===== config.mk =====
export PLATFORM = sky130hd
export DESIGN_NAME = missController
export DESIGN_NICKNAME = d
export VERILOG_FILES = /design/src/source/dCachePkg.sv /design/src/source/missController.sv
export SDC_FILE = /design/constraint.sdc
export NUM_CORES = 1
export LEC_CHECK = 0
export BUFFER_PORTS_ARGS = -buffer_cell sky130_fd_sc_hd__buf_2
export CELL_PAD_IN_SITES_DETAIL_PLACEMENT = 1
export CELL_PAD_IN_SITES_GLOBAL_PLACEMENT = 1
export CORE_AREA = 2 2 237 239
export DETAILED_ROUTE_END_ITERATION = 10
export DIE_AREA = 0 0 239 241
export PLACE_DENSITY = 0.5
export SLEW_MARGIN = 20
export SYNTH_ARGS = -nofsm -noshare
export SYNTH_HDL_FRONTEND = slang
export SYNTH_SLANG_ARGS = --single-unit

===== constraint.sdc =====
create_clock -name clk -period 4.6 [get_ports clk]
set_input_delay 0.69 -clock clk [delete_from_list [all_inputs] [get_ports clk]]
set_output_delay 0.69 -clock clk [all_outputs]
set_load 0.02 [all_outputs]

===== src/source/dCachePkg.sv =====
package dCachePkg;

	// fixed geometry
	localparam int addrWidth = 32;
	localparam int wordWidth = 32;
	localparam int lineWords = 4;
	localparam int offsetWidth = 4; // byte within a line
	localparam int indexWidth = 4;
	localparam int tagWidth = 24;
	localparam int numSets = 16;

	typedef logic [wordWidth-1:0] wordT;

	// word 0 sits in the low bits
	typedef logic [lineWords*wordWidth-1:0] lineT;

	typedef logic wayT;

	// raw view gets compared and registered, field view gets sliced
	typedef union packed {
		logic [addrWidth-1:0] raw;
		struct packed {
			logic [tagWidth-1:0] tag;
			logic [indexWidth-1:0] index;
			logic [1:0] wordSel;
			logic [1:0] byteSel;
		} f;
	} cacheAddrU;

endpackage


===== src/source/missController.sv =====
`timescale 1ns/1ps

module missController (
	input logic clk,
	input logic reset,
	input logic missStart,
	input logic victimDirty,
	input dCachePkg::cacheAddrU victimAddr,
	input dCachePkg::cacheAddrU fillAddr,
	input dCachePkg::lineT victimLine,
	input logic memAck,
	input dCachePkg::lineT memRline,
	output logic busy,
	output logic wbDone,
	output logic fillDone,
	output dCachePkg::lineT fillLine,
	output logic memReqValid,
	output logic memReqWrite,
	output dCachePkg::cacheAddrU memReqAddr,
	output dCachePkg::lineT memWline
);
	localparam logic [1:0] idle = 2'd0;
	localparam logic [1:0] writeBack = 2'd1;
	localparam logic [1:0] refill = 2'd2;
	localparam logic [1:0] done = 2'd3;

	logic [1:0] state;
	dCachePkg::cacheAddrU victimAddrQ;
	dCachePkg::cacheAddrU fillAddrQ;
	dCachePkg::lineT lineQ; // victim line first, then the refilled line

	assign busy = state != idle;
	assign wbDone = (state == writeBack) && memAck;
	assign fillDone = state == done;
	assign fillLine = lineQ;
	assign memReqWrite = state == writeBack;
	assign memReqAddr = (state == writeBack) ? victimAddrQ : fillAddrQ;
	assign memWline = lineQ;

	always_ff @(posedge clk) begin
		if (reset) begin
			state <= idle;
			memReqValid <= 1'b0;
		end else begin
			case (state)
				idle: begin
					if (missStart) begin
						state <= victimDirty ? writeBack : refill;
						memReqValid <= 1'b1;
					end
				end
				writeBack: begin
					if (memAck) begin
						memReqValid <= 1'b0; // one idle cycle between requests
						state <= refill;
					end
				end
				refill: begin
					if (memAck) begin
						memReqValid <= 1'b0;
						state <= done;
					end else begin
						memReqValid <= 1'b1;
					end
				end
				default: state <= idle; // done lasts one cycle
			endcase
		end
	end

	always_ff @(posedge clk) begin
		if (state == idle && missStart) begin
			victimAddrQ.raw <= victimAddr.raw;
			fillAddrQ.raw <= fillAddr.raw;
			lineQ <= victimLine;
		end else if (state == refill && memAck) begin
			lineQ <= memRline;
		end
	end

	// address holds until the memory takes the request
	reqAddrStable: assert property (@(posedge clk) disable iff (reset)
		(memReqValid && !memAck) |=> $stable(memReqAddr.raw));

endmodule


# Yosys cells after proc, flatten, opt, wreduce, memory -nomap -nowiden
# Cells that the tools add are included.
word_totals:
  regBits: 195
  inputBits: 325
  out_inout_bits: 293
classes:
  eq_ne: 6
  muxes: 12
  reduce_logical: 9
ops:
  columns: ["cell", "n"]
  rows:
  - ["two-way mux 128 bit", 2]
  - ["two-way mux 32 bit", 1]
  - ["two-way mux 2 bit", 4]
  - ["!= test 2 bit, second input constant", 3]
  - ["one-hot mux 2 bit (3 select lines)", 1]
  - ["AND reduction 3 bit", 2]
  - ["== test 2 bit, second input constant", 2]
  - ["nonzero test 2 bit", 2]
  - ["logical AND 1 bit", 3]
  - ["two-way mux 1 bit", 3]
  - ["one-hot mux 1 bit (3 select lines)", 1]
  - ["nonzero test 3 bit", 1]
  - ["== test 2 x 1 -> 1 bit, second input constant", 1]
  - ["logical NOT 2 bit", 1]

# Longest topological paths before layout
# Gate-level depths: netlist (run 1).
depth:
  word_depth: 4
  ltp_mapped: 6
  depth_no_buf: 5

# Worst setup path before layout (run 1)
# OpenSTA, ideal clock, no wires.
synth_timing:
  kind: "reg2reg"
  start: "register state[0]"
  end: "register lineQ[0], in the netlist fillLine[0], enable pin"
  t_arrival_ns: 3.210
  setup_slack_ns: 0.278
  path_stages_with_launch: 7
  period_less_slack_ns: 4.322
  path_cell_list: "dfxtp_1 inv_1 ha_1 nand2_1 buf_6 buf_6 nand2_1"
synth_via:
  elab_chain_cells: 3
synth_rtl:
  columns: ["element", "line", "rtl"]
  rows:
  - ["from (decl)", "missController.sv:27", "logic [1:0] state;"]
  - ["from (signal assigned)", "missController.sv:42", "state <= idle;"]
  - ["from (signal assigned)", "missController.sv:48", "state <= victimDirty ? writeBack : refill;"]
  - ["from (signal assigned)", "missController.sv:55", "state <= refill;"]
  - ["== test 2 bit / logical NOT 2 bit (equally long branches)", "missController.sv:76, missController.sv:72", null]
  - ["logical AND 1 bit (on tied branches)", "missController.sv:76, missController.sv:72", null]
  - ["nonzero test 2 bit (no source line) *", null, null]
  - ["to (signal assigned)", "missController.sv:75", "lineQ <= victimLine;"]
  - ["to (signal assigned)", "missController.sv:77", "lineQ <= memRline;"]
  - ["to (decl)", "missController.sv:30", "dCachePkg::lineT lineQ;"]
# Mark *: on every way between the ends. The rest lies on a longest branch, timed or not.
# A chain may end at the register's enable or synchronous reset.

==> results.toml, run 1 <==
[hold_path]
hold_path_end = "victimAddrQ[28]"
hold_path.class = "input pin to register"
hold_path_depth = 1
min_from = "victimAddr[28]"

[sta]
max_slew_margin_pct = 44.1
clock-skew-final_ps = 10.2
final_hold_violation_count = 0
rsz0062_at_grt = "false"
timing.final.crit_share_pct = 70.6
tightest_slew_ps = 838
clock_period_minus_final_worst_setup_slack_ps = 3250
report.final.slew_viol_count = 0
finalSetupTns_ps = 0
timing.final.setup_violations = 0
timing.fmax_mhz = 308

[floorplanning]
coreArea_sq_um = 54900
floorplan.die.height_microns = 241
placementRows = 86
die_x_microns = 239
full_die_area_sq_um = 57600
io_pins = 618
initial_utilization_pct = 17.0

[cts]
cts.reportedPaths.clkPinSlew_ps = 70
cts_sinks = 195
postCtsSetupRepairBufs = 0
number_of_buffers_created_by_cts = 17
cts_tree = "built"
cts_resized = 0
cts_h_tree_depth = 4
clk-insertion-delay-late_ps = 480
cts_buffer_depth = 2
post_cts_hold_buffer_count = 0
clock-root-buffer = "clkbuf_16"

[placed_design]
dp_cells = 1713
dp_hpwl_microns = 27100
gpl.final_weighted_congestion = 0.745
port-buffer-count = 617

[cells_and_area]
area_delta_synth_final_pct = 38.1
post_route_cells_drive_above_1_share_pct = 77.7
mostFrequentLayoutCells = "buf_2, edfxtp_1, mux2_4"
num-nets-final = 1359
finalNonFillerCells = 1750
utilization_pct = 23.4
mostFrequentLayoutCell = "buf_2"
fillCellCount = 6219

[setup_path]
arrival_ps = 2560
rr_endpoint = "fillAddrQ[20]"
cp-start-kind = "register"
r2r_setup_slack_ps = 2260
timing.reg2reg.worst_path_depth = 5
worst_setup_path_startpoint = "state[1]"
regToRegStartpoint = "state[1]"
required_ps = 3910
cp_cell_sequence = "inv_1 -> ha_2 -> buf_4 -> mux2_2 -> buf_2"
setup.worst_path.class = "register to output pin"
slowest_stage = "ha_2"
critical_path_peak_fanout = 31
worstSetupEndpointType = "output pin"
largest_stage_delay_on_the_critical_path_ps = 720

[power_and_ir_drop]
max_vdd_drop_mv = 0.270
power_switching_share_pct = 39.1
leakagePower_nw = 5.80
p_switching_w = 0.00298
clkPwrFrac_pct = 20.4
combinationalPowerShare_pct = 41.3
overall_power_after_layout_w = 0.00762
internal-power_w = 0.00464
power.density_nw_per_um2 = 593
seq_power_share_pct = 38.3

[route]
wl_per_cell_microns = 19.1
num_vias = 6307
via_to_cell_ratio = 3.60
detail-route-antenna-nets = 0
route.detailed.drc = 0
1st_iter_drt_viols = 255
finalWirelength_microns = 33400
drt_first_pass_iters = 4

[logic_synthesis]
syn-cell-area_sq_um = 9310
dominantRegCellSynth = "edfxtp_1"
netlist_instances = 532
mappedNetlistNets = 863
ys.warnings.count = 0
synth-seq-cells = 195
synth.distinct_cells = 24
number_of_flops_mapped_to_enable_cells_by_yosys = 192
synth-async-reset-ratio_pct = 0
avgSynthCellArea_sq_um = 17.5
synth.yosys.seq_area_share_pct = 62.6

[global_route]
wire_length_of_the_first_global_routing_pass_microns = 44000
antenna_found_initial = 16
grt_use_total_pct = 11.0
grt_start_max_net_pins = 87
vias_in_the_first_global_route = 6391
overflow = 0

[run_status]
outcome = "completed"

[job]
max_cap_viol_count = 0
[through the flow]
step / hold slack (ps) / cell area [sq um] / setup WS, ps
detailed placement: 534 / 12300 / 1840
finish: 388 / 12900 / 1350
global placement: 481 / 12300 / 1950
floorplan: 538 / 9310 / 278
CTS: 323 / 12800 / 1270
global route: 335 / 12800 / 1200
[worst max-delay path, delay by kind of cell (launching register included)]
family                   cells  cell delay (ps)
flip-flops                   1              380
buffers and inverters        3              620
multiplexers                 1              350
adder cells (fa/ha/maj)      1              720
[cell families (layout without fill, tap and decap cells)]
group	Yosys count	count (layout)	share of synthesized area, %
flops	195	195	62.6
compound gates	9	9	0.766
buf+inv	152	661	12.3
other cells	0	5	0
simple gates	10	10	0.578
mux	160	160	23.0
fa+ha+maj	6	6	0.807
[worst max path at each step]
stage | end | slack (ps) | cells after the start
after floorplan | fillLine[0] | 280 | 6
after global placement | memReqAddr[16] | 1950 | 5
after detailed placement | memReqAddr[16] | 1840 | 5
after CTS | memReqAddr[16] | 1270 | 5
after global routing | memReqAddr[19] | 1200 | 5
final | memReqAddr[16] | 1350 | 5
[synth_stat cells (2+ instances only)]
library cell | instances | area [sq um]
mux2_4 | 90 | 1350
mux2_1 | 8 | 90.1
dfxtp_1 | 3 | 60.1
edfxtp_1 | 192 | 5770
buf_6 | 11 | 124
buf_2 | 7 | 35.0
mux2_2 | 62 | 698
nand2_1 | 3 | 11.3
ha_1 | 6 | 75.1
buf_4 | 128 | 961
inv_1 | 6 | 22.5
nor2b_1 | 3 | 18.8
o21ai_0 | 2 | 10.0
[registers in the layout, indices dropped and copies added, names as in the netlist]
signal	cells
fillAddrQ	32
fillLine	128
memReqValid	1
state	2
victimAddrQ	32
[layer usage]
| layer | up-vias | GRT usage (%) | part of all wire, % |
|---|---|---|---|
| met4 | 6 | 4.34 | 2.2 |
| li1 | 2837 | - | - |
| met1 | 3038 | 11.4 | 36 |
| met2 | 383 | 19.8 | 52 |
| met5 | - | 0 | 0.13 |
| met3 | 43 | 4.43 | 9.0 |
[power groups by stage]
stage,Sequential (W),Combinational [W],Clock [W]
6_report,0.00292,0.00315,0.00155
3_5_place_dp,0.00296,0.00319,0
4_1_cts,0.00294,0.00320,0.00164
2_1_floorplan,0.00330,0.00208,0
5_1_grt,0.00297,0.00334,0.00168
3_3_place_gp,0.00296,0.00317,0
[layout make-up]
type | count | area, sq um | share of cell area [%]
Timing Repair Buffer | 623 | 3170 | 24.7
Clock buffer | 19 | 433 | 3.37
Sequential cell | 195 | 5830 | 45.3
Multi-Input combinational cell | 185 | 2360 | 18.3
Tap cell | 704 | 881 | 6.85
Clock inverter | 13 | 151 | 1.18
Antenna cell | 5 | 12.5 | 0.0973
Inverter | 6 | 22.5 | 0.175
No activity file was read; power rests on OpenSTA's default activity.
==> run 2, diff against run 1 <==
- ABC_AREA: not set -> 1
- CORE_AREA: 2 2 237 239 -> 2 2 242 244
- DIE_AREA: 0 0 239 241 -> 0 0 244 246
- PLACE_DENSITY: 0.5 -> 0.51
- clock period: 4.6 -> 2.7 ns (I/O delays scaled with it)
==> run 2 against run 1 <==
Combinational power grew 110%; die area grew 4.2%; synthesized area shrank 3.3%; critical endpoint is now memReqAddr[11].
==> results.toml, run 2 <==
[sta]
timing.final.setup_violations = 0
rsz0062_at_grt = "false"
final_hold_violation_count = 0
max_slew_margin_pct = 56.6
clock_period_minus_final_worst_setup_slack_ps = 2500
report.final.slew_viol_count = 0
tightest_slew_ps = 651
whs_ps = 98.1
finalSetupTns_ps = 0
timing.final.crit_share_pct = 92.5
clock-skew-final_ps = 8.92
timing.fmax_mhz = 400

[setup_path]
timing.critical_path.buf_inv = 3
slowest_stage = "dfxtp_1"
worstSetupEndpointType = "output pin"
cp-start-kind = "register"
arrival_ps = 2090
setup.worst_path.class = "register to output pin"
critical_path.top_delay_family = "buffers and inverters"
cp_cell_sequence = "inv_1 -> ha_4 -> buf_12 -> mux2_2 -> buf_2"
largest_stage_delay_on_the_critical_path_ps = 380
critical_path_peak_fanout = 22
required_ps = 2300

[cells_and_area]
fillCellCount = 6829
num-nets-final = 1635
mostFrequentLayoutCells = "buf_2, nand2_1, edfxtp_1"
post_route_cells_drive_above_1_share_pct = 53.0
finalNonFillerCells = 2082
area_delta_synth_final_pct = 41.4
insertedDiodeCount = 0
number_of_flip_flops_in_the_largest_register = 128
mostFrequentLayoutCell = "buf_2"

[logic_synthesis]
netlist_instances = 814
synth_top_cell_by_area = "edfxtp_1"
synth.yosys.seq_area_share_pct = 64.8
synth.top_cells.by_area = "edfxtp_1, nand2_1, buf_4"
synth-async-reset-ratio_pct = 0
avgSynthCellArea_sq_um = 11.1
synth_top_area_share_pct = 64.1
mappedNetlistNets = 1145
syn-cell-area_sq_um = 9000
synth-seq-cells = 195
number_of_flops_mapped_to_enable_cells_by_yosys = 192
dominantRegCellSynth = "edfxtp_1"
ys.warnings.count = 0
synth.most_common_cell = "nand2_1"
synth.distinct_cells = 15
synthTopCellsByCount = "nand2_1, edfxtp_1, buf_4"

[global_route]
overflow = 0
grt_start_max_net_pins = 72
wire_length_of_the_first_global_routing_pass_microns = 48300
grt_use_total_pct = 11.2
vias_in_the_first_global_route = 7510
antenna_found_initial = 4

[job]
max_cap_viol_count = 0

[power_and_ir_drop]
clkPwrFrac_pct = 17.8
leakagePower_nw = 6.10
combinationalPowerShare_pct = 44.8
max_vdd_drop_mv = 0.463
internal-power_w = 0.00833
overall_power_after_layout_w = 0.0150
power.density_nw_per_um2 = 1180
p_switching_w = 0.00670
power_switching_share_pct = 44.6
seq_power_share_pct = 37.4

[cts]
cts_tree = "built"
number_of_buffers_created_by_cts = 17
cts_h_tree_depth = 4
clk-insertion-delay-late_ps = 470
cts.reportedPaths.clkPinSlew_ps = 80
clock-root-buffer = "clkbuf_16"
cts_buffer_depth = 2
cts_sinks = 195
post_cts_hold_buffer_count = 0

[placed_design]
port-buffer-count = 617
dp_hpwl_microns = 27300
gpl.final_weighted_congestion = 0.808
dp_cells = 2050

[route]
detail-route-antenna-nets = 0
drt_first_pass_iters = 4
wl_per_cell_microns = 16.5
1st_iter_drt_viols = 205
finalWirelength_microns = 34400
via_to_cell_ratio = 3.51
num_vias = 7311
route.detailed.drc = 0

[floorplanning]
placementRows = 88
full_die_area_sq_um = 60000
die_x_microns = 244
io_pins = 618
floorplan.die.height_microns = 246
initial_utilization_pct = 15.7
coreArea_sq_um = 57400

[run_status]
outcome = "completed"

[hold_path]
hold_path.class = "input pin to register"
run 2: path summary, 6_finish.rpt:
check	start	slack (ps)	cells past startpoint	endpoint
hold / removal	victimAddr[29]	100	1	victimAddrQ[29]
setup reg to reg	state[0]	550	6	fillLine[8]
hold reg to reg	memReqValid	520	4	memReqValid
setup / recovery	state[1]	200	5	memReqAddr[11]
run 2: power groups by stage:
stage               logic [W]  clock network [W]  registers, W
detailed placement    0.00690                  0       0.00569
finish                0.00673            0.00267       0.00563
floorplan             0.00405                  0       0.00655
CTS                   0.00691            0.00280       0.00568
global placement      0.00690                  0       0.00570
global route          0.00726            0.00290       0.00576
run 2: layout make-up:
cell class / count / area [sq um] / share of cell area (%)
Sequential cell: 195 / 5830 / 45.8
Timing Repair Buffer: 631 / 3270 / 25.7
Multi-Input combinational cell: 449 / 2030 / 15.9
Tap cell: 765 / 957 / 7.52
Clock buffer: 17 / 425 / 3.34
Clock inverter: 15 / 176 / 1.39
Inverter: 10 / 42.5 / 0.334
run 2: per-stage QoR:
step           worst slack (ps)  utilization [%]  area, sq um
2_1_floorplan               333                -         9000
3_3_place_gp                606             21.1        12100
3_5_place_dp                530             21.1        12100
4_1_cts                     138             22.2        12700
5_1_grt                    69.6             22.2        12700
6_report                    203             22.2        12700
run 2: timing repair:
action,CTS,global route
hold endpoints to repair,0,0
buffers inserted,0,0
setup endpoints to repair,21,0
gates resized for setup,1,0
run 2: logic make-up after synthesis:
family,count (synthesis),synth area share (%)
muxes,32,4.01
AOI/OAI and AO/OA,5,0.306
and+or+nand+nor,406,17.0
buffers and inverters,170,13.1
DFF,195,64.8
adders and majority gates,6,0.834
run 2: layer usage:
metal  vias to the layer above  wire [microns]  GRT usage (%)
met1                      3369           13300           12.5
met3                        29            2870           3.79
met2                       400           17500           19.7
li1                       3511               -              -
met5                         -              13              0
met4                         2             679           4.11
