==> src/source/dCachePkg.sv <==
package dCachePkg;

	// fixed geometry
	localparam int addrWidth = 32;
	localparam int wordWidth = 32;
	localparam int lineWords = 4;
	localparam int offsetWidth = 4; // byte within a line
	localparam int indexWidth = 4;
	localparam int tagWidth = 24;
	localparam int numSets = 16;

	typedef logic [wordWidth-1:0] wordT;

	// word 0 sits in the low bits
	typedef logic [lineWords*wordWidth-1:0] lineT;

	typedef logic wayT;

	// raw view gets compared and registered, field view gets sliced
	typedef union packed {
		logic [addrWidth-1:0] raw;
		struct packed {
			logic [tagWidth-1:0] tag;
			logic [indexWidth-1:0] index;
			logic [1:0] wordSel;
			logic [1:0] byteSel;
		} f;
	} cacheAddrU;

endpackage

==> src/source/tagStore.sv <==
`timescale 1ns/1ps

module tagStore (
	input logic clk,
	input logic reset,
	input logic reqValid,
	input logic reqWrite,
	input dCachePkg::cacheAddrU reqAddr,
	input dCachePkg::wordT reqWdata,
	input dCachePkg::wordT readWord,
	input logic wbDone,
	input logic fillDone,
	input logic busy,
	output logic reqReady,
	output logic respValid,
	output dCachePkg::wordT respData,
	output logic [dCachePkg::indexWidth-1:0] accessIndex,
	output logic [1:0] accessWord,
	output dCachePkg::wayT accessWay,
	output logic writeEn,
	output dCachePkg::wordT writeWord,
	output logic fillEn,
	output logic missStart,
	output logic victimDirty,
	output dCachePkg::cacheAddrU victimAddr,
	output dCachePkg::cacheAddrU fillAddr
);
	logic [dCachePkg::tagWidth-1:0] tagArr [2][dCachePkg::numSets];
	logic [1:0][dCachePkg::numSets-1:0] validArr;
	logic [1:0][dCachePkg::numSets-1:0] dirtyArr;
	logic [dCachePkg::numSets-1:0] lruWay; // way to replace next

	// request stage
	logic s1Valid;
	logic s1Write;
	dCachePkg::cacheAddrU s1Addr;
	dCachePkg::wordT s1Wdata;
	// compare stage
	logic s2Valid;
	logic s2Write;
	dCachePkg::cacheAddrU s2Addr;
	dCachePkg::wordT s2Wdata;

	logic [dCachePkg::indexWidth-1:0] idx;
	logic hit0;
	logic hit1;
	logic hit;
	logic stall;
	dCachePkg::wayT victimWay;

	assign idx = s2Addr.f.index;
	assign hit0 = validArr[0][idx] && (tagArr[0][idx] == s2Addr.f.tag);
	assign hit1 = validArr[1][idx] && (tagArr[1][idx] == s2Addr.f.tag);
	assign hit = hit0 || hit1;
	assign victimWay = lruWay[idx];
	assign stall = s2Valid && !hit; // hold both stages until the refill lands

	assign reqReady = !stall;
	assign missStart = stall && !busy;
	assign accessIndex = idx;
	assign accessWord = s2Addr.f.wordSel;
	assign accessWay = hit ? dCachePkg::wayT'(hit1) : victimWay;
	assign writeEn = s2Valid && hit && s2Write;
	assign writeWord = s2Wdata;
	assign fillEn = fillDone;
	assign victimDirty = validArr[victimWay][idx] && dirtyArr[victimWay][idx];

	always_comb begin
		victimAddr.raw = '0;
		victimAddr.f.tag = tagArr[victimWay][idx];
		victimAddr.f.index = idx;
		fillAddr.raw = s2Addr.raw;
		fillAddr.f.wordSel = '0; // line aligned
		fillAddr.f.byteSel = '0;
	end

	always_ff @(posedge clk) begin
		if (reset) begin
			s1Valid <= 1'b0;
			s2Valid <= 1'b0;
			respValid <= 1'b0;
		end else begin
			respValid <= s2Valid && hit;
			if (!stall) begin
				s2Valid <= s1Valid;
				s1Valid <= reqValid;
			end
		end
	end

	always_ff @(posedge clk) begin
		respData <= readWord;
		if (!stall) begin
			s2Write <= s1Write;
			s2Addr <= s1Addr;
			s2Wdata <= s1Wdata;
			if (reqValid) begin
				s1Write <= reqWrite;
				s1Addr.raw <= reqAddr.raw;
				s1Wdata <= reqWdata;
			end
		end
	end

	always_ff @(posedge clk) begin
		if (reset) begin
			validArr <= '0;
			dirtyArr <= '0;
			lruWay <= '0;
		end else begin
			if (s2Valid && hit)
				lruWay[idx] <= !hit1; // other way becomes the victim
			if (writeEn)
				dirtyArr[hit1][idx] <= 1'b1;
			if (wbDone)
				dirtyArr[victimWay][idx] <= 1'b0;
			if (fillDone) begin
				validArr[victimWay][idx] <= 1'b1;
				dirtyArr[victimWay][idx] <= 1'b0;
				lruWay[idx] <= !victimWay;
			end
		end
	end

	always_ff @(posedge clk) begin
		if (fillDone)
			tagArr[victimWay][idx] <= s2Addr.f.tag;
	end

	// no response while the miss controller still runs
	missNoResp: assert property (@(posedge clk) disable iff (reset)
		busy |=> !respValid);

endmodule
==> config.mk <==
export PLATFORM = sky130hd
export DESIGN_NAME = tagStore
export DESIGN_NICKNAME = d
export VERILOG_FILES = /design/src/source/dCachePkg.sv /design/src/source/tagStore.sv
export SDC_FILE = /design/constraint.sdc
export NUM_CORES = 1
export LEC_CHECK = 0
export ABC_CLOCK_PERIOD_IN_PS = 5700
export BUFFER_PORTS_ARGS = -buffer_cell sky130_fd_sc_hd__buf_2
export CELL_PAD_IN_SITES_DETAIL_PLACEMENT = 1
export CELL_PAD_IN_SITES_GLOBAL_PLACEMENT = 2
export CORE_ASPECT_RATIO = 0.6
export CORE_UTILIZATION = 24
export CTS_BUF_LIST = sky130_fd_sc_hd__clkbuf_4
export CTS_CLUSTER_DIAMETER = 30
export DETAILED_ROUTE_END_ITERATION = 6
export PLACE_DENSITY = 0.52
export SLEW_MARGIN = 20
export SYNTH_ARGS = -nofsm -noshare
export SYNTH_HDL_FRONTEND = slang
export SYNTH_SLANG_ARGS = --single-unit
==> constraint.sdc <==
create_clock -name clk -period 5.7 [get_ports clk]
set_input_delay 0 -clock clk [delete_from_list [all_inputs] [get_ports clk]]
set_output_delay 0 -clock clk [all_outputs]
set_load 0.02 [all_outputs]
# Word level (Yosys, flattened, before mapping)

Memory sizes are Yosys's and may differ from the RTL's.
Index checks and enable logic that the tools add are counted.

Muxes and demuxes: 44
Order comparisons: 8
Bitwise gates (word level): 7
Reductions and logical operators: 18
Eq/ne operators: 2

Operator list:

| operator                                                          | number |
|---|---|
| two-way mux 384 bit                                               | 1 |
| binary-select mux 24 bit (select 4 bit)                           | 3 |
| two-way mux 24 bit                                                | 7 |
| two-way mux 32 bit                                                | 5 |
| two-way mux 16 bit                                                | 9 |
| demux 24 bit (select 4 bit)                                       | 1 |
| bitwise AND 32 bit                                                | 2 |
| bitwise OR 32 bit                                                 | 2 |
| == test 24 bit                                                    | 2 |
| bitwise mux 16 bit                                                | 2 |
| demux 16 bit (select 1 bit)                                       | 2 |
| NOT 32 bit                                                        | 1 |
| binary-select mux 1 bit (select 4 bit)                            | 5 |
| logical AND 1 bit                                                 | 11 |
| two-way mux 1 bit                                                 | 8 |
| greater-or-equal comparator 5 bit, second input constant          | 1 |
| zero test 1 bit                                                   | 5 |
| less-than comparator 4 x 5 -> 1 bit, second input constant        | 1 |
| less-than comparator 5 x 1 -> 1 bit, second input constant        | 1 |
| NOT 4 -> 5 bit                                                    | 1 |
| demux 1 bit (select 4 bit)                                        | 1 |
| greater-or-equal comparator 4 x 1 -> 1 bit, second input constant | 1 |
| less-than comparator 1 x 2 -> 1 bit, second input constant        | 2 |
| greater-or-equal comparator 1 bit, second input constant          | 2 |
| other kinds (3)                                                   | 3 |

Output and inout bits: 141
Memories kept: 1
Bits in writable memories: 768
Flip-flop bits (word level): 245
Input bits: 103

Memories:

| name   | depth | bits a word | read ports | clocked after Yosys merged registers in | write ports | RTL line       | RTL |
|---|---|---|---|---|---|---|---|
| tagArr | 2     | 384         | 3          | 0                                       | 1           | tagStore.sv:28 | `logic [dCachePkg::tagWidth-1:0] tagArr [2][dCachePkg::numSets];` |

# Longest topological paths before layout

Gate-level depths: netlist of run 1.

Depth after elaboration: 18
Depth in mapped cells: 16
Gate-level depth less buffers: 9

# Worst setup path before layout of run 1

OpenSTA, ideal clock, no wires.

Path kind: flip-flop to flip-flop
Start point: register s2Addr[5] (netlist name)
End point: register s2Addr[10] (netlist name) (enable)
Clock period less this slack: 5.150 ns
Stages on the path, launching flop included: 15
Arrival time: 4.721 ns
Slack: 0.550 ns
Buffers on the path: 5
Cell sequence: edfxtp_1 > buf_6 > buf_6 > buf_4 > buf_2 > mux4_2 > mux2i_1 > nor2_1 > nor3_1 > a21oi_1 > nor4_1 > nand4_1 > buf_2 > and2b_1 > nand2_1

Cells in the longest elaborated chain, start to end: 9
Elaborated cells between the ends (all ways): 18

Ends and longest elaborated chain:

| element                                                    | RTL line                       | RTL |
|---|---|---|
| start, declared                                            | tagStore.sv:41                 | `dCachePkg::cacheAddrU s2Addr;` |
| start signal, assigned                                     | tagStore.sv:95                 | `s2Addr <= s1Addr;` |
| NOT 4 -> 5 bit (not written as such)                       | tagStore.sv:52, tagStore.sv:53 |  |
| binary-select mux 24 bit (select 4 bit) (on tied branches) | tagStore.sv:52, tagStore.sv:53 |  |
| two-way mux 24 bit (on tied branches) (2 in series)        | tagStore.sv:52, tagStore.sv:53 |  |
| == test 24 bit (on tied branches)                          | tagStore.sv:52, tagStore.sv:53 |  |
| logical AND 1 bit (on tied branches)                       | tagStore.sv:52, tagStore.sv:53 |  |
| logical OR 1 bit (*)                                       | tagStore.sv:54                 | `assign hit = hit0 \|\| hit1;` |
| zero test 1 bit (*)                                        | tagStore.sv:56                 | `assign stall = s2Valid && !hit;` |
| logical AND 1 bit (*)                                      | tagStore.sv:56                 |  |

Mark *: on every way between the ends. The rest lies on a longest branch, timed or not. The select of a mux whose other input is x is not followed.
A chain may end at the register's enable or synchronous reset.

# Worst setup path in the final report of run 1

Start point: register s2Addr[5] (netlist name)
End point: output port victimDirty

Cells in the longest elaborated chain, start to end: 7
Elaborated cells between the ends (all ways): 11

Ends and longest elaborated chain:

| element                                                | RTL line       | RTL |
|---|---|---|
| binary-select mux 1 bit (select 4 bit)                 | tagStore.sv:55 | `assign victimWay = lruWay[idx];` |
| two-way mux 1 bit (not written as such)                | tagStore.sv:55 |  |
| two-way mux 16 bit (not written as such) (2 in series) | tagStore.sv:66 | `assign victimDirty = validArr[victimWay][idx] && dirtyArr[victimWay][idx];` |
| binary-select mux 1 bit (select 4 bit)                 | tagStore.sv:66 |  |
| two-way mux 1 bit (not written as such)                | tagStore.sv:66 |  |
| logical AND 1 bit (*)                                  | tagStore.sv:66 |  |
| end, declared                                          | tagStore.sv:24 | `output logic victimDirty,` |

Marks and branches as above.

==> flow_metrics.py, run 1 <==
metrics = {
    "synth": {
        "synth.distinct_cells": 75,
        "async_flop_share": 0,
        "synth_cells": 2346,
        "synth.mux.area_fraction": 0.161,
        "ys_warn_count": 0,
        "synthSimpleGateAreaFrac": 0.0455,
        "synth_top_family_by_area": "multiplexers",
        "synthAdderAreaFrac": 0,
        "syn_area_per_cell_sq_um": 17.5,
        "synth_edf_count": 894,
        "synth_compound_area_frac": 0.0462,
        "seq_area_frac_synth": 0.710,
        "synth-seq-cells": 1009,
        "synth_xor_xnor_area_share": 0.0109,
        "synth_area_sq_mm": 0.0410,
        "synth_ff_type": "edfxtp_1",
    },
    "layout": {
        "syn_to_final_growth_pct": 27.6,
        "drive_gt1_frac": 0.358,
        "final_cell_mix": "894 x edfxtp_1, 396 x clkbuf_4, 242 x dlygate4sd3_1, 233 x buf_2, 208 x mux4_2",
        "fin_cells": 5625,
        "fin_nets": 3255,
        "final_common_cell": "edfxtp_1",
        "fin_util": 0.309,
        "finalInstanceArea_sq_mm": 0.0524,
    },
    "global_routing": {
        "grt_max_degree": 100,
        "antenna_found_initial": 13,
        "grt_overflow": 0,
        "grt_first_pass_wirelength_um": 222000,
        "grt_pass1_vias": 27900,
        "grtUsageTotal": 0.186,
    },
    "place": {
        "port_buffers": 233,
        "place_worst_setup_slack_ps": 552,
        "place_area_sq_mm": 0.0461,
        "dp_hpwl_um": 103000,
        "gp_congestion": 0.872,
        "dp.cells": 4874,
    },
    "floorplan": {
        "die_height_um": 322,
        "fp.dieW_um": 536,
        "start_util": 0.242,
        "io_pins": 244,
        "dieArea_sq_mm": 0.173,
        "placementRows": 117,
        "core-area_sq_mm": 0.170,
    },
    "clock_tree": {
        "cts.clk_slew.worst_paths_ps": 70,
        "clock-root-buffer": "clkbuf_4",
        "cts_tree": "yes",
        "cts_made_buffers": 286,
        "insertion_delay_ps": 1130,
        "h-tree-depth": 5,
        "cts_buffer_depth": 4,
        "clock-sinks": 1009,
    },
    "detailed_routing": {
        "viasPerCell": 4.76,
        "postRouteAntennaNets": 0,
        "drc": 0,
        "wire_per_inst_um": 28.8,
        "dr.pass1.iters": 5,
        "drtIter0Drc": 2516,
        "routed_wl_um": 162000,
        "vias": 26800,
    },
    "worst_hold_path": {
        "hold_path.class": "in -> reg",
        "whs_path_depth": 3,
        "min_to": "s1Wdata[20]$_DFFE_PP_",
        "holdCritStartpoint": "reqWdata[20]",
    },
    "setup_path": {
        "crit_fanout": 29,
        "worstReg2RegStart": "s2Addr[5]$_DFFE_PN_",
        "critPathRequiredTime_ps": 5700,
        "cp-end-kind": "output pin",
        "crit_type": "reg -> out",
        "critPathArrivalTime_ps": 5450,
        "start_kind": "register",
        "r2r_cells": 13,
        "r2r-end": "lruWay[4]$_SDFF_PP0_",
        "rrSetupSlack_ps": 580,
    },
    "run_status": {
        "status": "finished, final reports clean",
    },
    "timing": {
        "maxSlewHeadroom": 0.266,
        "fmax_ghz": 0.184,
        "worst_pin_slew_ps": 1100,
        "min_period_ps": 5450,
        "clock_skew_ps": 110,
        "whs_ps": 145,
        "tns_ps": 0,
        "fin_ws_ps": 250,
        "slew_viol_final": 0,
        "hold_viol_final": 0,
        "fin_crit_sh": 0.956,
        "final-setup-viol-count": 0,
    },
    "power_and_ir_drop": {
        "power.density_mw_per_mm2": 339,
        "power_mw": 17.8,
        "leakage_nw": 17.9,
        "vdd_drop_max_v": 0.000153,
    },
    "run": {
        "cap_violations": 0,
    },
}
## logic make-up (layout without fill, tap and decap cells)
logic type,after synthesis,count (layout)
simple gates,396,396
other cells,1,18
mux,393,394
buf+inv,208,1208
xor+xnor,51,51
compound gates,288,288
flops,1009,1009
## what timing repair did
| item | CTS | global route |
|---|---|---|
| setup endpoints to repair | 7 | 1 |
| pin swaps | 1 | 0 |
| hold endpoints to repair | 249 | 0 |
| setup buffers | 6 | 0 |
| gates cloned | 2 | 0 |
| hold buffers | 242 | 0 |
| gates resized for setup | 22 | 11 |
## layout make-up
| cell class | instances | area (sq um) |
|---|---|---|
| Fill cell | 17800 | 117000 |
| Sequential cell | 1009 | 29100 |
| Multi-Input combinational cell | 1137 | 11200 |
| Timing Repair Buffer | 662 | 5340 |
| Clock buffer | 396 | 2970 |
| Tap cell | 2261 | 2830 |
| Clock inverter | 94 | 618 |
| Inverter | 56 | 215 |
| Antenna cell | 10 | 25.0 |
## cells in the mapped netlist, types with 12 or more instances
cell type	number	area, sq um
o21ai_0	43	215
xor2_1	12	105
a21oi_1	84	420
mux2_2	50	563
inv_1	53	199
buf_6	13	146
nor4_1	21	131
nand3_1	32	160
mux2i_1	135	1350
mux4_2	208	4680
nand2_1	84	315
clkbuf_1	49	184
o22ai_1	23	144
buf_2	40	200
edfxtp_1	894	26800
o211ai_1	22	165
xnor2_1	39	342
nor3_1	29	145
o21a_1	18	135
a22oi_1	15	113
buf_4	35	263
nor2_1	162	608
dfxtp_1	115	2300
buf_1	13	48.8
## worst max path at each step
| stage | startpoint | to | slack (ps) | depth (start not counted) |
|---|---|---|---|---|
| 2_1_floorplan | s2Addr[5]$_DFFE_PN_ | s2Addr[10]$_DFFE_PN_ | 550 | 14 |
| 3_3_place_gp | s2Addr[7]$_DFFE_PN_ | s1Addr[13]$_DFFE_PP_ | 600 | 12 |
| 3_5_place_dp | s2Addr[7]$_DFFE_PN_ | s1Wdata[0]$_DFFE_PP_ | 550 | 12 |
| 4_1_cts | s2Addr[5]$_DFFE_PN_ | victimDirty | 2 | 10 |
| 5_1_grt | s2Addr[4]$_DFFE_PN_ | reqReady | -20 | 15 |
| 6_report | s2Addr[5]$_DFFE_PN_ | victimDirty | 250 | 10 |
## critical path, stage by stage, from the launching register on
cell and delay (ps):
edfxtp_1 450, buf_12 240, buf_4 390, mux4_2 620
mux4_4 870, buf_12 290, mux4_2 540, mux4_2 520
nand2_1 80, a21oi_1 100, buf_2 180
## registers in the layout (all words and copies together), names as in the netlist
register	flops
tagArr	768
dirtyArr	32
respData	32
s1Wdata	32
validArr	32
writeWord	32
s1Addr	30
s2Addr	30
lruWay	16
respValid	1
s1Valid	1
s1Write	1
s2Valid	1
s2Write	1
## where the power goes
| group | switching [mW] | internal [mW] | total (mW) |
|---|---|---|---|
| combinational | 1.59 | 0.901 | 2.49 |
| sequential | 0.104 | 8.28 | 8.39 |
| clock | 3.29 | 3.59 | 6.87 |
## metal layers
metal | wire length (um) | part of all wire | global-route usage | vias to the layer above
met5 | 36 | 0.00022 | 0 | -
met4 | 3140 | 0.019 | 0.0485 | 6
met3 | 12000 | 0.074 | 0.0428 | 230
met2 | 67800 | 0.42 | 0.264 | 1054
met1 | 78900 | 0.49 | 0.281 | 14400
li1 | - | - | - | 11200
Note: power is estimated with default switching activity, not from simulation.
==> run 2, diff against run 1 <==
--- a/config.mk
+++ b/config.mk
@@ -14,7 +14,8 @@
 export CTS_BUF_LIST = sky130_fd_sc_hd__clkbuf_4
 export CTS_CLUSTER_DIAMETER = 30
 export DETAILED_ROUTE_END_ITERATION = 6
-export PLACE_DENSITY = 0.52
+export GPL_ROUTABILITY_DRIVEN = 0
+export PLACE_DENSITY_LB_ADDON = 0.1
 export SLEW_MARGIN = 20
 export SYNTH_ARGS = -nofsm -noshare
 export SYNTH_HDL_FRONTEND = slang
==> run 2 against run 1 <==
The flow now finishes with violations (design-rule violations). Clock power increased by 2%. Utilization increased by 0.20 points. Sequential share of layout area decreased by 0.36 points. Global-route usage increased by 0.79 points. Die area unchanged. First-iteration DRC count decreased by 13%. Cell area increased by 0.65%. Via count decreased by 1.9%. Critical path type unchanged. Largest cell class unchanged.
==> flow_metrics.py, run 2 (same netlist as run 1, synthesis figures left out) <==
metrics = {
    "setup_path": {
        "start_kind": "register",
        "worst-path-buf-inv": 7,
        "crit_fanout": 20,
        "crit_type": "reg -> out",
        "critPathRequiredTime_ps": 5700,
        "crit_chain": "buf_12, buf_4, buf_12, nor2b_2, buf_4, a221oi_1, buf_4, o221ai_1, o21ai_0, nand2_1, nor4b_4, and2b_1, nand2_4, buf_12, buf_2",
        "slowest_stage": "a221oi_1",
        "r2r_cells": 16,
        "cpLargestDelayFamily": "compound AO/OA/AOI/OAI gates",
        "critPathArrivalTime_ps": 5520,
        "r2r-end": "s1Valid$_SDFFE_PP0N_",
        "cp-end-kind": "output pin",
        "worstReg2RegStart": "s2Addr[5]$_DFFE_PN_",
        "rrSetupSlack_ps": 830,
        "crit_path_max_incr_delay_ps": 1000,
    },
    "place": {
        "place_worst_setup_slack_ps": 360,
        "port_buffers": 233,
        "dp_hpwl_um": 107000,
    },
    "timing": {
        "clock_skew_ps": 91.0,
        "maxSlewHeadroom": 0.208,
        "fmax_ghz": 0.181,
        "worst_pin_slew_ps": 1190,
        "min_period_ps": 5520,
        "tns_ps": 0,
        "fin_crit_sh": 0.969,
        "hold_viol_final": 0,
        "slew_viol_final": 0,
        "fin_ws_ps": 179,
        "final-setup-viol-count": 0,
        "rsz0062_at_grt": "false",
    },
    "layout": {
        "fillerInstances": 17700,
        "final_cell_mix": "894 x edfxtp_1, 405 x clkbuf_4, 241 x dlygate4sd3_1, 233 x buf_2, 207 x mux4_2",
        "fin_util": 0.311,
        "fin_nets": 3269,
        "top_register": "tagArr",
        "largest_reg_flops": 768,
        "final_common_cell": "edfxtp_1",
        "syn_to_final_growth_pct": 28.4,
        "drive_gt1_frac": 0.355,
    },
    "floorplan": {
        "io_pins": 244,
        "placementRows": 117,
        "dieArea_sq_mm": 0.173,
        "start_util": 0.242,
        "die_height_um": 322,
        "fp.dieW_um": 536,
        "core-area_sq_mm": 0.170,
    },
    "worst_hold_path": {
        "hold_path.class": "in -> reg",
        "whs_path_depth": 4,
        "holdCritStartpoint": "reset",
        "min_to": "validArr[6]$_SDFFE_PP0P_",
    },
    "detailed_routing": {
        "wire_per_inst_um": 29.9,
        "viasPerCell": 4.66,
        "drtIter0Drc": 2182,
        "routed_wl_um": 168000,
        "postRouteAntennaNets": 0,
        "vias": 26300,
        "drc": 4,
        "dr.pass1.iters": 7,
    },
    "clock_tree": {
        "cts_made_buffers": 292,
        "cts_tree": "yes",
        "clock-sinks": 1009,
        "insertion_delay_ps": 1120,
        "cts.clk_slew.worst_paths_ps": 70,
        "h-tree-depth": 5,
        "clock-root-buffer": "clkbuf_4",
        "cts_buffer_depth": 4,
    },
    "run": {
        "cap_violations": 0,
    },
    "global_routing": {
        "grt_max_degree": 100,
        "grt_overflow": 0,
        "antenna_found_initial": 12,
        "grt_first_pass_wirelength_um": 230000,
        "grt_pass1_vias": 27700,
        "grtUsageTotal": 0.194,
    },
    "power_and_ir_drop": {
        "power_mw": 17.9,
        "power.density_mw_per_mm2": 339,
        "clockPowerShare": 0.392,
        "p_comb_frac": 0.139,
        "p_int_mw": 12.9,
        "power_switching_mw": 4.95,
        "vdd_drop_max_v": 0.000137,
        "leakage_nw": 18.1,
        "switching_share": 0.277,
        "p_seq_frac": 0.469,
    },
    "run_status": {
        "violations": "design-rule violations",
        "status": "finished, violations left",
    },
}
-- run 2: cell count changes in the layout (fill, tap and decap cells not counted), sizes merged, moves of 2 or more --
cell / change
buf: +11
clkbuf: +9
bufinv: +2
diode: -3
clkinvlp: -4
-- run 2: worst register-to-register path, delay by kind of cell, from the launching register on --
| kind | cells | cell delay [ps] |
|---|---|---|
| AO/OA/AOI/OAI | 4 | 1560 |
| buffers and inverters | 8 | 1940 |
| flip-flops | 1 | 410 |
| AND/OR/NAND/NOR | 4 | 830 |
-- run 2: through the flow --
step | cells | hold slack (ps) | cell area [sq um]
floorplan | 2353 | 27.7 | 41100
finish | 5639 | 83.7 | 52700
CTS | 5632 | 1.76 | 52700
global placement | 4883 | 102 | 46400
detailed placement | 4885 | 104 | 46500
global route | 5634 | 2.86 | 52700
-- run 2: worst max path at each step --
stage	from	to	slack, ps	cells past startpoint
2_1_floorplan	s2Addr[5]$_DFFE_PN_	s2Addr[10]$_DFFE_PN_	550	14
3_3_place_gp	s2Addr[5]$_DFFE_PN_	s1Wdata[17]$_DFFE_PP_	430	15
3_5_place_dp	s2Addr[5]$_DFFE_PN_	s1Wdata[29]$_DFFE_PP_	360	13
4_1_cts	s2Addr[5]$_DFFE_PN_	victimAddr[25]	10	13
5_1_grt	s2Addr[5]$_DFFE_PN_	writeEn	30	15
6_report	s2Addr[5]$_DFFE_PN_	reqReady	180	15
-- run 2: layer usage --
layer / up-vias / routed length [um] / GRT usage
met2: 827 / 70600 / 0.276
li1: 11100 / - / -
met5: - / 0 / 0
met4: 0 / 2730 / 0.0446
met3: 198 / 8430 / 0.0330
met1: 14100 / 86700 / 0.303
-- run 2: area by class of cell --
cell class | instances | area [sq um] | area share
Antenna cell | 7 | 17.5 | 0.000332
Clock buffer | 405 | 3040 | 0.0577
Clock inverter | 94 | 643 | 0.0122
Inverter | 56 | 215 | 0.00408
Multi-Input combinational cell | 1136 | 11100 | 0.211
Sequential cell | 1009 | 29100 | 0.553
Tap cell | 2261 | 2830 | 0.0537
Timing Repair Buffer | 671 | 5700 | 0.108
-- run 2: power groups by stage --
| stage | sequential [mW] | combinational, mW | clock [mW] |
|---|---|---|---|
| 2_1_floorplan | 8.64 | 1.10 | 0 |
| 3_3_place_gp | 8.55 | 2.34 | 0 |
| 3_5_place_dp | 8.56 | 2.36 | 0 |
| 4_1_cts | 8.39 | 2.52 | 7.30 |
| 5_1_grt | 8.40 | 2.63 | 7.65 |
| 6_report | 8.39 | 2.49 | 7.00 |
-- run 2: repair_timing --
item | CTS | global route
buffers inserted | 7 | 0
setup endpoints to repair | 17 | 2
resized for setup | 6 | 3
hold buffers | 241 | 0
endpoints found under the hold margin | 353 | 0
